$ cat src/verilog/debug_pkg.sv
package debug_pkg;

    // Datapath widths of the MIPS core.
    localparam int ADDR_W     = 11;
    localparam int DATA_W     = 32;
    localparam int REG_IDX_W  = 5;
    localparam int CYCLE_W    = 11;                 // Same as the PC so both share one word.
    localparam int AXI_ADDR_W = 4;

    // Register map, byte offsets.
    localparam logic [AXI_ADDR_W-1:0] REG_CMD    = 4'h0;
    localparam logic [AXI_ADDR_W-1:0] REG_SELECT = 4'h4;
    localparam logic [AXI_ADDR_W-1:0] REG_DATA   = 4'h8;
    localparam logic [AXI_ADDR_W-1:0] REG_STATUS = 4'hC;

    localparam logic [1:0] RESP_OKAY   = 2'b00;
    localparam logic [1:0] RESP_SLVERR = 2'b10;

    // Commands written to REG_CMD. Value 3 is illegal.
    typedef enum logic [1:0] {
        CMD_NOP     = 2'd0,
        CMD_CAPTURE = 2'd1,
        CMD_CLEAR   = 2'd2
    } debug_cmd_e;

    // Snapshot words, in register order.
    typedef enum logic [2:0] {
        W_PC_CYCLES = 3'd0,
        W_ADDER_PC  = 3'd1,
        W_INSTR     = 3'd2,
        W_DATA_A    = 3'd3,
        W_DATA_B    = 3'd4,
        W_ALU       = 3'd5,
        W_WB_DATA   = 3'd6,
        W_WB_CTRL   = 3'd7
    } debug_word_e;

    typedef enum logic [2:0] {
        S_IDLE    = 3'd0,
        S_CAPTURE = 3'd1,
        S_CLEAR   = 3'd2,
        S_LOAD    = 3'd3,
        S_DONE    = 3'd4
    } seq_state_e;

endpackage

$ cat src/verilog/debug_if.sv
// Pipeline latch values seen by the snapshot unit.
interface snapshot_if;
    import debug_pkg::*;

    logic [ADDR_W-1:0]    pc;
    logic [ADDR_W-1:0]    adder_pc;
    logic [DATA_W-1:0]    instr;
    logic [DATA_W-1:0]    data_a;
    logic [DATA_W-1:0]    data_b;
    logic [DATA_W-1:0]    alu_result;
    logic [DATA_W-1:0]    wb_data;
    logic [REG_IDX_W-1:0] wb_dest;
    logic                 wb_reg_write;
    logic                 halt_wb;

    modport source (output pc, adder_pc, instr, data_a, data_b, alu_result,
                    wb_data, wb_dest, wb_reg_write, halt_wb);
    modport capture (input pc, adder_pc, instr, data_a, data_b, alu_result,
                     wb_data, wb_dest, wb_reg_write, halt_wb);
endinterface

// Sequencer strobes into the database and the word coming back.
interface db_ctrl_if;
    import debug_pkg::*;

    logic              capture;
    logic              clear;
    logic              load;
    debug_word_e       word_sel;
    logic [DATA_W-1:0] word;

    modport seq (output capture, clear, load, word_sel);
    modport db (input capture, clear, load, word_sel, output word);
endinterface

$ cat src/verilog/debug_axi_slave.sv
module debug_axi_slave (
    input  logic                             i_clock,
    input  logic                             i_soft_reset,
    input  logic [debug_pkg::AXI_ADDR_W-1:0] i_awaddr,
    input  logic                             i_awvalid,
    output logic                             o_awready,
    input  logic [debug_pkg::DATA_W-1:0]     i_wdata,
    input  logic                             i_wvalid,
    output logic                             o_wready,
    output logic [1:0]                       o_bresp,
    output logic                             o_bvalid,
    input  logic                             i_bready,
    input  logic [debug_pkg::AXI_ADDR_W-1:0] i_araddr,
    input  logic                             i_arvalid,
    output logic                             o_arready,
    output logic [debug_pkg::DATA_W-1:0]     o_rdata,
    output logic [1:0]                       o_rresp,
    output logic                             o_rvalid,
    input  logic                             i_rready,
    output logic                             o_req,
    output debug_pkg::debug_cmd_e            o_req_cmd,
    output debug_pkg::debug_word_e           o_req_word,
    input  logic                             i_busy,
    input  logic [debug_pkg::DATA_W-1:0]     i_word,
    input  logic                             i_captured,
    input  logic                             i_halted,
    input  logic [debug_pkg::CYCLE_W-1:0]    i_cycles
);
    import debug_pkg::*;

    logic hold;

    // Busy, or a request issued last cycle that the sequencer has not yet seen.
    assign hold = i_busy || o_req;

    // Ready only in the handshake cycle, so it doubles as the accept strobe.
    assign o_awready = i_awvalid && i_wvalid && !o_bvalid && !hold;
    assign o_wready  = o_awready;
    assign o_arready = i_arvalid && !o_rvalid && !hold;

    //////////////////////////////////////////////////////////////////////
    // Write channel.
    //////////////////////////////////////////////////////////////////////

    always_ff @(posedge i_clock) begin
        if (!i_soft_reset) begin
            o_bvalid   <= 1'b0;
            o_bresp    <= RESP_OKAY;
            o_req      <= 1'b0;
            o_req_cmd  <= CMD_NOP;
            o_req_word <= W_PC_CYCLES;
        end else begin
            o_req <= 1'b0;                               // One-cycle pulse.
            if (o_bvalid && i_bready) begin
                o_bvalid <= 1'b0;
            end
            if (o_awready) begin
                o_bvalid <= 1'b1;
                o_bresp  <= RESP_OKAY;
                case (i_awaddr)
                    REG_CMD: begin
                        if (i_wdata[DATA_W-1:2] != '0 || i_wdata[1:0] == 2'b11) begin
                            o_bresp <= RESP_SLVERR;
                        end else if (i_wdata[1:0] != CMD_NOP) begin
                            o_req     <= 1'b1;
                            o_req_cmd <= debug_cmd_e'(i_wdata[1:0]);
                        end
                    end
                    REG_SELECT: begin
                        if (i_wdata[DATA_W-1:3] != '0) begin
                            o_bresp <= RESP_SLVERR;   // Selection kept.
                        end else begin
                            o_req      <= 1'b1;
                            o_req_cmd  <= CMD_NOP;    // NOP with a request means load.
                            o_req_word <= debug_word_e'(i_wdata[2:0]);
                        end
                    end
                    default: o_bresp <= RESP_SLVERR;  // DATA and STATUS are read only.
                endcase
            end
        end
    end

    //////////////////////////////////////////////////////////////////////
    // Read channel.
    //////////////////////////////////////////////////////////////////////

    always_ff @(posedge i_clock) begin
        if (!i_soft_reset) begin
            o_rvalid <= 1'b0;
            o_rresp  <= RESP_OKAY;
            o_rdata  <= '0;
        end else begin
            if (o_rvalid && i_rready) begin
                o_rvalid <= 1'b0;
            end
            if (o_arready) begin
                o_rvalid <= 1'b1;
                o_rresp  <= RESP_OKAY;
                case (i_araddr)
                    REG_DATA:   o_rdata <= i_word;
                    REG_STATUS: begin
                        o_rdata <= {i_captured, i_halted,
                                    {(DATA_W-2-CYCLE_W){1'b0}}, i_cycles};
                    end
                    REG_CMD, REG_SELECT: o_rdata <= '0;
                    default: begin
                        o_rdata <= '0;
                        o_rresp <= RESP_SLVERR;
                    end
                endcase
            end
        end
    end

    // Responses stay up until the host takes them.
    a_bvalid_hold: assert property (@(posedge i_clock) disable iff (!i_soft_reset)
        o_bvalid && !i_bready |=> o_bvalid && $stable(o_bresp));
    a_rvalid_hold: assert property (@(posedge i_clock) disable iff (!i_soft_reset)
        o_rvalid && !i_rready |=> o_rvalid && $stable(o_rdata));

endmodule

$ cat src/verilog/debug_cycle_counter.sv
module debug_cycle_counter (
    input  logic                          i_clock,
    input  logic                          i_soft_reset,
    input  logic                          i_run,
    input  logic                          i_halt_wb,
    input  logic                          i_clear,
    output logic [debug_pkg::CYCLE_W-1:0] o_cycles,
    output logic                          o_halted
);
    import debug_pkg::*;

    always_ff @(posedge i_clock) begin
        if (!i_soft_reset || i_clear) begin
            o_cycles <= '0;
            o_halted <= 1'b0;
        end else begin
            if (i_halt_wb) begin
                o_halted <= 1'b1;                        // Sticky until clear.
            end
            // Saturates at the top count.
            if (i_run && !o_halted && o_cycles != {CYCLE_W{1'b1}}) begin
                o_cycles <= o_cycles + 1'b1;
            end
        end
    end

    a_frozen: assert property (@(posedge i_clock) disable iff (!i_soft_reset)
        o_halted && !i_clear |=> $stable(o_cycles));

endmodule

$ cat src/verilog/debug_database.sv
module debug_database (
    input  logic                          i_clock,
    input  logic                          i_soft_reset,
    snapshot_if.capture                   probe,
    input  logic [debug_pkg::CYCLE_W-1:0] i_cycles,
    db_ctrl_if.db                         ctrl
);
    import debug_pkg::*;

    //////////////////////////////////////////////////////////////////////
    // Capture registers.
    //////////////////////////////////////////////////////////////////////

    logic [ADDR_W-1:0]    pc_q;
    logic [ADDR_W-1:0]    adder_pc_q;
    logic [DATA_W-1:0]    instr_q;
    logic [DATA_W-1:0]    data_a_q;
    logic [DATA_W-1:0]    data_b_q;
    logic [DATA_W-1:0]    alu_q;
    logic [DATA_W-1:0]    wb_data_q;
    logic [REG_IDX_W-1:0] wb_dest_q;
    logic                 wb_reg_write_q;
    logic                 halt_q;
    logic [CYCLE_W-1:0]   cycles_q;

    always_ff @(posedge i_clock) begin
        if (!i_soft_reset || ctrl.clear) begin
            pc_q           <= '0;
            adder_pc_q     <= '0;
            instr_q        <= '0;
            data_a_q       <= '0;
            data_b_q       <= '0;
            alu_q          <= '0;
            wb_data_q      <= '0;
            wb_dest_q      <= '0;
            wb_reg_write_q <= 1'b0;
            halt_q         <= 1'b0;
            cycles_q       <= '0;
            ctrl.word      <= '0;
        end else begin
            if (ctrl.capture) begin
                pc_q           <= probe.pc;
                adder_pc_q     <= probe.adder_pc;
                instr_q        <= probe.instr;
                data_a_q       <= probe.data_a;
                data_b_q       <= probe.data_b;
                alu_q          <= probe.alu_result;
                wb_data_q      <= probe.wb_data;
                wb_dest_q      <= probe.wb_dest;
                wb_reg_write_q <= probe.wb_reg_write;
                halt_q         <= probe.halt_wb;
                cycles_q       <= i_cycles;              // Count of this very cycle.
            end

            //////////////////////////////////////////////////////////////
            // Packed word output.
            //////////////////////////////////////////////////////////////
            if (ctrl.load) begin
                case (ctrl.word_sel)
                    W_PC_CYCLES: begin
                        ctrl.word <= {pc_q, {(DATA_W-ADDR_W-CYCLE_W){1'b0}}, cycles_q};
                    end
                    W_ADDER_PC:  ctrl.word <= {{(DATA_W-ADDR_W){1'b0}}, adder_pc_q};
                    W_INSTR:     ctrl.word <= instr_q;
                    W_DATA_A:    ctrl.word <= data_a_q;
                    W_DATA_B:    ctrl.word <= data_b_q;
                    W_ALU:       ctrl.word <= alu_q;
                    W_WB_DATA:   ctrl.word <= wb_data_q;
                    default: begin                       // Write-back control.
                        ctrl.word <= {halt_q, wb_reg_write_q,
                                      {(DATA_W-2-REG_IDX_W){1'b0}}, wb_dest_q};
                    end
                endcase
            end
        end
    end

    // The FSM issues one operation at a time.
    a_one_op: assert property (@(posedge i_clock) disable iff (!i_soft_reset)
        !(ctrl.capture && ctrl.clear));

endmodule

$ cat src/verilog/debug_sequencer.sv
module debug_sequencer (
    input  logic                   i_clock,
    input  logic                   i_soft_reset,
    input  logic                   i_req,
    input  debug_pkg::debug_cmd_e  i_req_cmd,
    input  debug_pkg::debug_word_e i_req_word,
    output logic                   o_busy,
    output logic                   o_captured,
    db_ctrl_if.seq                 ctrl
);
    import debug_pkg::*;

    seq_state_e  state;
    seq_state_e  state_next;
    debug_word_e sel_q;                                  // Current word selection.

    always_comb begin
        state_next = state;
        case (state)
            S_IDLE: begin
                if (i_req) begin
                    case (i_req_cmd)
                        CMD_CAPTURE: state_next = S_CAPTURE;
                        CMD_CLEAR:   state_next = S_CLEAR;
                        default:     state_next = S_LOAD;
                    endcase
                end
            end
            S_CAPTURE, S_CLEAR, S_LOAD: state_next = S_DONE;
            default: state_next = S_IDLE;
        endcase
    end

    always_ff @(posedge i_clock) begin
        if (!i_soft_reset) begin
            state      <= S_IDLE;
            sel_q      <= W_PC_CYCLES;
            o_captured <= 1'b0;
        end else begin
            state <= state_next;
            if (state == S_IDLE && i_req && i_req_cmd == CMD_NOP) begin
                sel_q <= i_req_word;
            end
            if (state == S_CAPTURE) begin
                o_captured <= 1'b1;
            end else if (state == S_CLEAR) begin
                o_captured <= 1'b0;
            end
        end
    end

    assign o_busy        = (state != S_IDLE);
    assign ctrl.capture  = (state == S_CAPTURE);
    assign ctrl.clear    = (state == S_CLEAR);
    // Done refreshes the word too, so a capture is visible at once.
    assign ctrl.load     = (state == S_LOAD) || (state == S_DONE);
    assign ctrl.word_sel = sel_q;

    // The slave must hold off the bus while an operation runs.
    a_no_req_busy: assert property (@(posedge i_clock) disable iff (!i_soft_reset)
        o_busy |-> !i_req);

endmodule

$ cat src/verilog/debug_top.sv
module debug_top (
    input  logic                             i_clock,
    input  logic                             i_soft_reset,
    input  logic [debug_pkg::AXI_ADDR_W-1:0] i_awaddr,
    input  logic                             i_awvalid,
    output logic                             o_awready,
    input  logic [debug_pkg::DATA_W-1:0]     i_wdata,
    input  logic                             i_wvalid,
    output logic                             o_wready,
    output logic [1:0]                       o_bresp,
    output logic                             o_bvalid,
    input  logic                             i_bready,
    input  logic [debug_pkg::AXI_ADDR_W-1:0] i_araddr,
    input  logic                             i_arvalid,
    output logic                             o_arready,
    output logic [debug_pkg::DATA_W-1:0]     o_rdata,
    output logic [1:0]                       o_rresp,
    output logic                             o_rvalid,
    input  logic                             i_rready,
    input  logic [debug_pkg::ADDR_W-1:0]     i_pc,
    input  logic [debug_pkg::ADDR_W-1:0]     i_adder_pc,
    input  logic [debug_pkg::DATA_W-1:0]     i_instr,
    input  logic [debug_pkg::DATA_W-1:0]     i_data_a,
    input  logic [debug_pkg::DATA_W-1:0]     i_data_b,
    input  logic [debug_pkg::DATA_W-1:0]     i_alu_result,
    input  logic [debug_pkg::DATA_W-1:0]     i_wb_data,
    input  logic [debug_pkg::REG_IDX_W-1:0]  i_wb_dest,
    input  logic                             i_wb_reg_write,
    input  logic                             i_halt_wb,
    input  logic                             i_run
);
    import debug_pkg::*;

    logic               req;
    debug_cmd_e         req_cmd;
    debug_word_e        req_word;
    logic               busy;
    logic               captured;
    logic               halted;
    logic [CYCLE_W-1:0] cycles;

    snapshot_if snap ();
    db_ctrl_if  db_ctrl ();

    // Probe ports into the snapshot bundle.
    assign snap.pc           = i_pc;
    assign snap.adder_pc     = i_adder_pc;
    assign snap.instr        = i_instr;
    assign snap.data_a       = i_data_a;
    assign snap.data_b       = i_data_b;
    assign snap.alu_result   = i_alu_result;
    assign snap.wb_data      = i_wb_data;
    assign snap.wb_dest      = i_wb_dest;
    assign snap.wb_reg_write = i_wb_reg_write;
    assign snap.halt_wb      = i_halt_wb;

    debug_axi_slave u_axi (
        .i_clock(i_clock), .i_soft_reset(i_soft_reset),
        .i_awaddr(i_awaddr), .i_awvalid(i_awvalid), .o_awready(o_awready),
        .i_wdata(i_wdata), .i_wvalid(i_wvalid), .o_wready(o_wready),
        .o_bresp(o_bresp), .o_bvalid(o_bvalid), .i_bready(i_bready),
        .i_araddr(i_araddr), .i_arvalid(i_arvalid), .o_arready(o_arready),
        .o_rdata(o_rdata), .o_rresp(o_rresp), .o_rvalid(o_rvalid), .i_rready(i_rready),
        .o_req(req), .o_req_cmd(req_cmd), .o_req_word(req_word), .i_busy(busy),
        .i_word(db_ctrl.word), .i_captured(captured), .i_halted(halted),
        .i_cycles(cycles)
    );

    debug_sequencer u_seq (
        .i_clock(i_clock), .i_soft_reset(i_soft_reset),
        .i_req(req), .i_req_cmd(req_cmd), .i_req_word(req_word),
        .o_busy(busy), .o_captured(captured), .ctrl(db_ctrl.seq)
    );

    debug_cycle_counter u_cnt (
        .i_clock(i_clock), .i_soft_reset(i_soft_reset),
        .i_run(i_run), .i_halt_wb(i_halt_wb), .i_clear(db_ctrl.clear),
        .o_cycles(cycles), .o_halted(halted)
    );

    debug_database u_db (
        .i_clock(i_clock), .i_soft_reset(i_soft_reset),
        .probe(snap.capture), .i_cycles(cycles), .ctrl(db_ctrl.db)
    );

endmodule
$ cat config.mk
export PLATFORM = sky130hd
export DESIGN_NAME = debug_top
export DESIGN_NICKNAME = d
export VERILOG_FILES = /design/src/verilog/debug_pkg.sv /design/src/verilog/debug_if.sv /design/src/verilog/debug_axi_slave.sv /design/src/verilog/debug_cycle_counter.sv /design/src/verilog/debug_database.sv /design/src/verilog/debug_sequencer.sv /design/src/verilog/debug_top.sv
export SDC_FILE = /design/constraint.sdc
export NUM_CORES = 1
export LEC_CHECK = 0
export BUFFER_PORTS_ARGS = -buffer_cell sky130_fd_sc_hd__buf_4
export CORE_ASPECT_RATIO = 1.1
export CORE_MARGIN = 10
export CORE_UTILIZATION = 40
export DETAILED_ROUTE_END_ITERATION = 8
export PLACE_DENSITY = 0.72
export SYNTH_ARGS = -nofsm -noshare
export SYNTH_HDL_FRONTEND = slang
export SYNTH_SLANG_ARGS = --single-unit
$ cat constraint.sdc
create_clock -name i_clock -period 3.27 [get_ports i_clock]
set_input_delay 0.327 -clock i_clock [delete_from_list [all_inputs] [get_ports i_clock]]
set_output_delay 0.327 -clock i_clock [all_outputs]
set_load 0.005 [all_outputs]
==> flow_summary.toml <==
[timing]
tightestPinTransition_ps = 1134
setup_violations = 0
finalMaxSlewViolations = 0
setup-tns-final_ps = 0
grt_setup_unrepaired = "no"
fin_hold_ws_ps = 19.87
max_slew_margin = 0.2426
layout_min_cycle_time_ps = 2557
finalClockSkew_ps = 16.51
period_share = 0.7821
hold_violations = 0
fmax_mhz = 391.0

[power_and_ir_drop]
internal-power_mw = 5.877
p_per_area_nw_per_um2 = 485.5
p_sw_frac = 0.2160
p_leak_nw = 5.535
power_mw = 7.496
peakVddDrop_uv = 408.5
p_sw_mw = 1.619
p_comb_frac = 0.057
clkPwrFrac = 0.463
seqPwrFrac = 0.480

[cells_and_area]
final_util = 0.5237
diodes = 0
final_cell_area_um2 = 15440
layout-drive-gt1-share = 0.2300
area_growth_pct = 29.87
fin_nets = 1921

[floorplanning]
die_h_um = 200.8
fp.dieArea_um2 = 37030
die_x_um = 184.4
rows = 66
start_util = 0.4033
ios = 278
core_area_um2 = 29480

[job]
maxCapViolCount = 0

[synth]
syn_area_per_cell_um2 = 8.233
seq_area_frac_synth = 0.4934
async_flop_share = 0
netlist_instances = 1444
synth.area.top_cells = "dfxtp_1 49%, nand2_1 14%, a21oi_1 9.1%"
yosysMostFrequentCell = "nand2_1"
synth_flop_cell = "dfxtp_1"
yosysWarnings = 0
synth.distinct_cells = 62
synth_common_cells = "444 x nand2_1, 293 x dfxtp_1, 216 x a21oi_1"
ys_ff_latch = 293
synth_top_area_frac = 0.4934
yosysTopAreaCell = "dfxtp_1"
syn-cell-area_um2 = 11890
synth_edf_count = 0

[clock_tree]
root_buffer = "clkbuf_16"
cts_num_sinks = 293
numCtsBuffers = 30
cts_htree_levels = 1
cts.clk_slew.worst_paths_ps = 60
postCtsSetupBuffers = 0
clock_path_buffers = 3
clock_latency_ps = 560
cts_tree = "done"

[detailed_routing]
dr.pass1.iters = 7
avgViaCountPerCell = 5.348
vias = 11110
wire_per_inst_um = 18.67
drt_iter0_drc = 1009
routed_wl_mm = 38.79
ant_nets = 0
drc_errors = 0

[grt]
grt_max_degree = 105
overflow = 0
grt_pass1_wl_mm = 59.65
grt_usage = 0.1987
antenna_found_initial = 0
first_global_vias = 10840

[status]
status = "completed"

[worst_setup_path]
crit_fanout = 34
critPathLaunchType = "flop"
required_ps = 2940
arrival_ps = 2230
critPathCaptureType = "output pin"
worstSetupPathType = "flop to output pin"

[placed_design]
placed_cell_area_um2 = 14150
place.gp.congestion = 0.8542
place_hpwl_mm = 28.43
port_buffers = 275

[hold_path]
min_path_type = "input port to flop"
==> routing by layer <==
layer / vias to the layer above / GRT usage / wire, um
met5: - / 0 / 0
met4: 0 / 0.04892 / 839
met3: 49 / 0.04308 / 3104
met2: 426 / 0.3232 / 17920
met1: 5153 / 0.2606 / 16930
li1: 5485 / - / -
==> per-stage QoR <==
step,cells,setup WS [ps]
floorplan,1445,1663
global placement,1998,929.0
detailed placement,1998,819.9
CTS,2078,712.3
global route,2078,538.5
finish,2078,712.5
==> layout make-up <==
| type | instances | area (um2) |
|---|---|---|
| Timing Repair Buffer | 322 | 2547 |
| Fill cell | 2726 | 14040 |
| Multi-Input combinational cell | 1026 | 5499 |
| Tap cell | 374 | 467.9 |
| Clock inverter | 13 | 140.1 |
| Inverter | 10 | 37.54 |
| Clock buffer | 40 | 878.3 |
| Sequential cell | 293 | 5869 |
==> what timing repair did <==
| item | in CTS | in global routing |
|---|---|---|
| resized for setup | 0 | 0 |
| hold endpoints to repair | 27 | 0 |
| endpoints found under the setup margin | 0 | 0 |
| hold buffers | 27 | 0 |
==> kinds of logic (layout without fill, tap and decap cells) <==
family	count (synthesis)	in the layout	share of synthesized area
simple gates	593	593	0.2060
compound gates	373	373	0.1951
flops	293	293	0.4934
buf+inv	126	385	0.04610
mux	55	55	0.05662
xor+xnor	2	2	0.001474
fa+ha+maj	1	1	0.001052
other cells	1	2	0.0003154
==> worst max-delay path, cell delays in order, from the launching register on <==
cell and delay [ps]:
dfxtp_1 370, nor4b_1 370, nand2_1 90, buf_4 260, inv_1 390, buf_4 200
==> path summary, 6_finish.rpt <==
path	from	endpoint	slack, ps	depth (start not counted)
setup / recovery	u_seq.state[2]$_SDFFE_PN0N_	o_arready	710	5
hold reg to reg	u_db.instr_q[0]$_SDFFE_PP0P_	u_db.instr_q[0]$_SDFFE_PP0P_	450	2
hold / removal	i_data_b[17]	u_db.data_b_q[17]$_SDFFE_PP0P_	20	3
setup reg to reg	u_seq.ctrl.word_sel[2]$_SDFFE_PN0P_	u_db.ctrl.word[4]$_SDFFE_PP0P_	740	5
==> placed cells by master, fill, tap and decap left out, types with 4 or more instances in the layout <==
cell | synthesis | final
nand2_1 | 444 | 443
buf_4 | 7 | 290
dfxtp_1 | 293 | 290
a21oi_1 | 216 | 216
nor2_1 | 67 | 67
clkbuf_16 | 0 | 30
mux2i_1 | 29 | 29
o21ai_0 | 28 | 28
dlygate4sd3_1 | 0 | 27
a22oi_1 | 22 | 22
nor3_1 | 20 | 20
a221oi_1 | 20 | 20
mux2_2 | 18 | 18
a222oi_1 | 16 | 16
a22o_1 | 15 | 15
a211oi_1 | 12 | 12
nand4_1 | 10 | 10
nor4_1 | 9 | 9
clkbuf_8 | 0 | 9
mux4_2 | 8 | 8
inv_1 | 7 | 7
nand3_1 | 7 | 7
o31ai_1 | 6 | 6
o22ai_1 | 6 | 6
nor2b_1 | 6 | 5
clkinv_2 | 0 | 5
buf_12 | 0 | 5
or3_1 | 4 | 4
nand2b_1 | 5 | 4
o211ai_1 | 4 | 4
clkinvlp_4 | 0 | 4
==> power by group through the flow <==
stage / combinational [mW] / sequential, mW / clock, mW
2_1_floorplan: 0.115 / 3.68 / 0
3_3_place_gp: 0.399 / 3.68 / 0
3_5_place_dp: 0.402 / 3.68 / 0
4_1_cts: 0.430 / 3.60 / 3.51
5_1_grt: 0.461 / 3.60 / 3.66
6_report: 0.429 / 3.60 / 3.47
==> sequential cells by signal, indices dropped and copies added, names as in the netlist, 2 cells and up <==
name                 flops
u_db.instr_q            32
u_axi.o_req_word         3
u_cnt.o_cycles          11
u_db.wb_dest_q           5
u_seq.ctrl.word_sel      3
u_db.data_b_q           32
u_db.wb_data_q          32
u_db.alu_q              32
u_axi.o_req_cmd          2
u_db.adder_pc_q         11
u_db.pc_q               11
u_db.ctrl.word          32
u_db.cycles_q           11
u_axi.o_rdata           32
u_db.data_a_q           32
u_seq.state              3
Note: power is estimated with default switching activity, not from simulation.
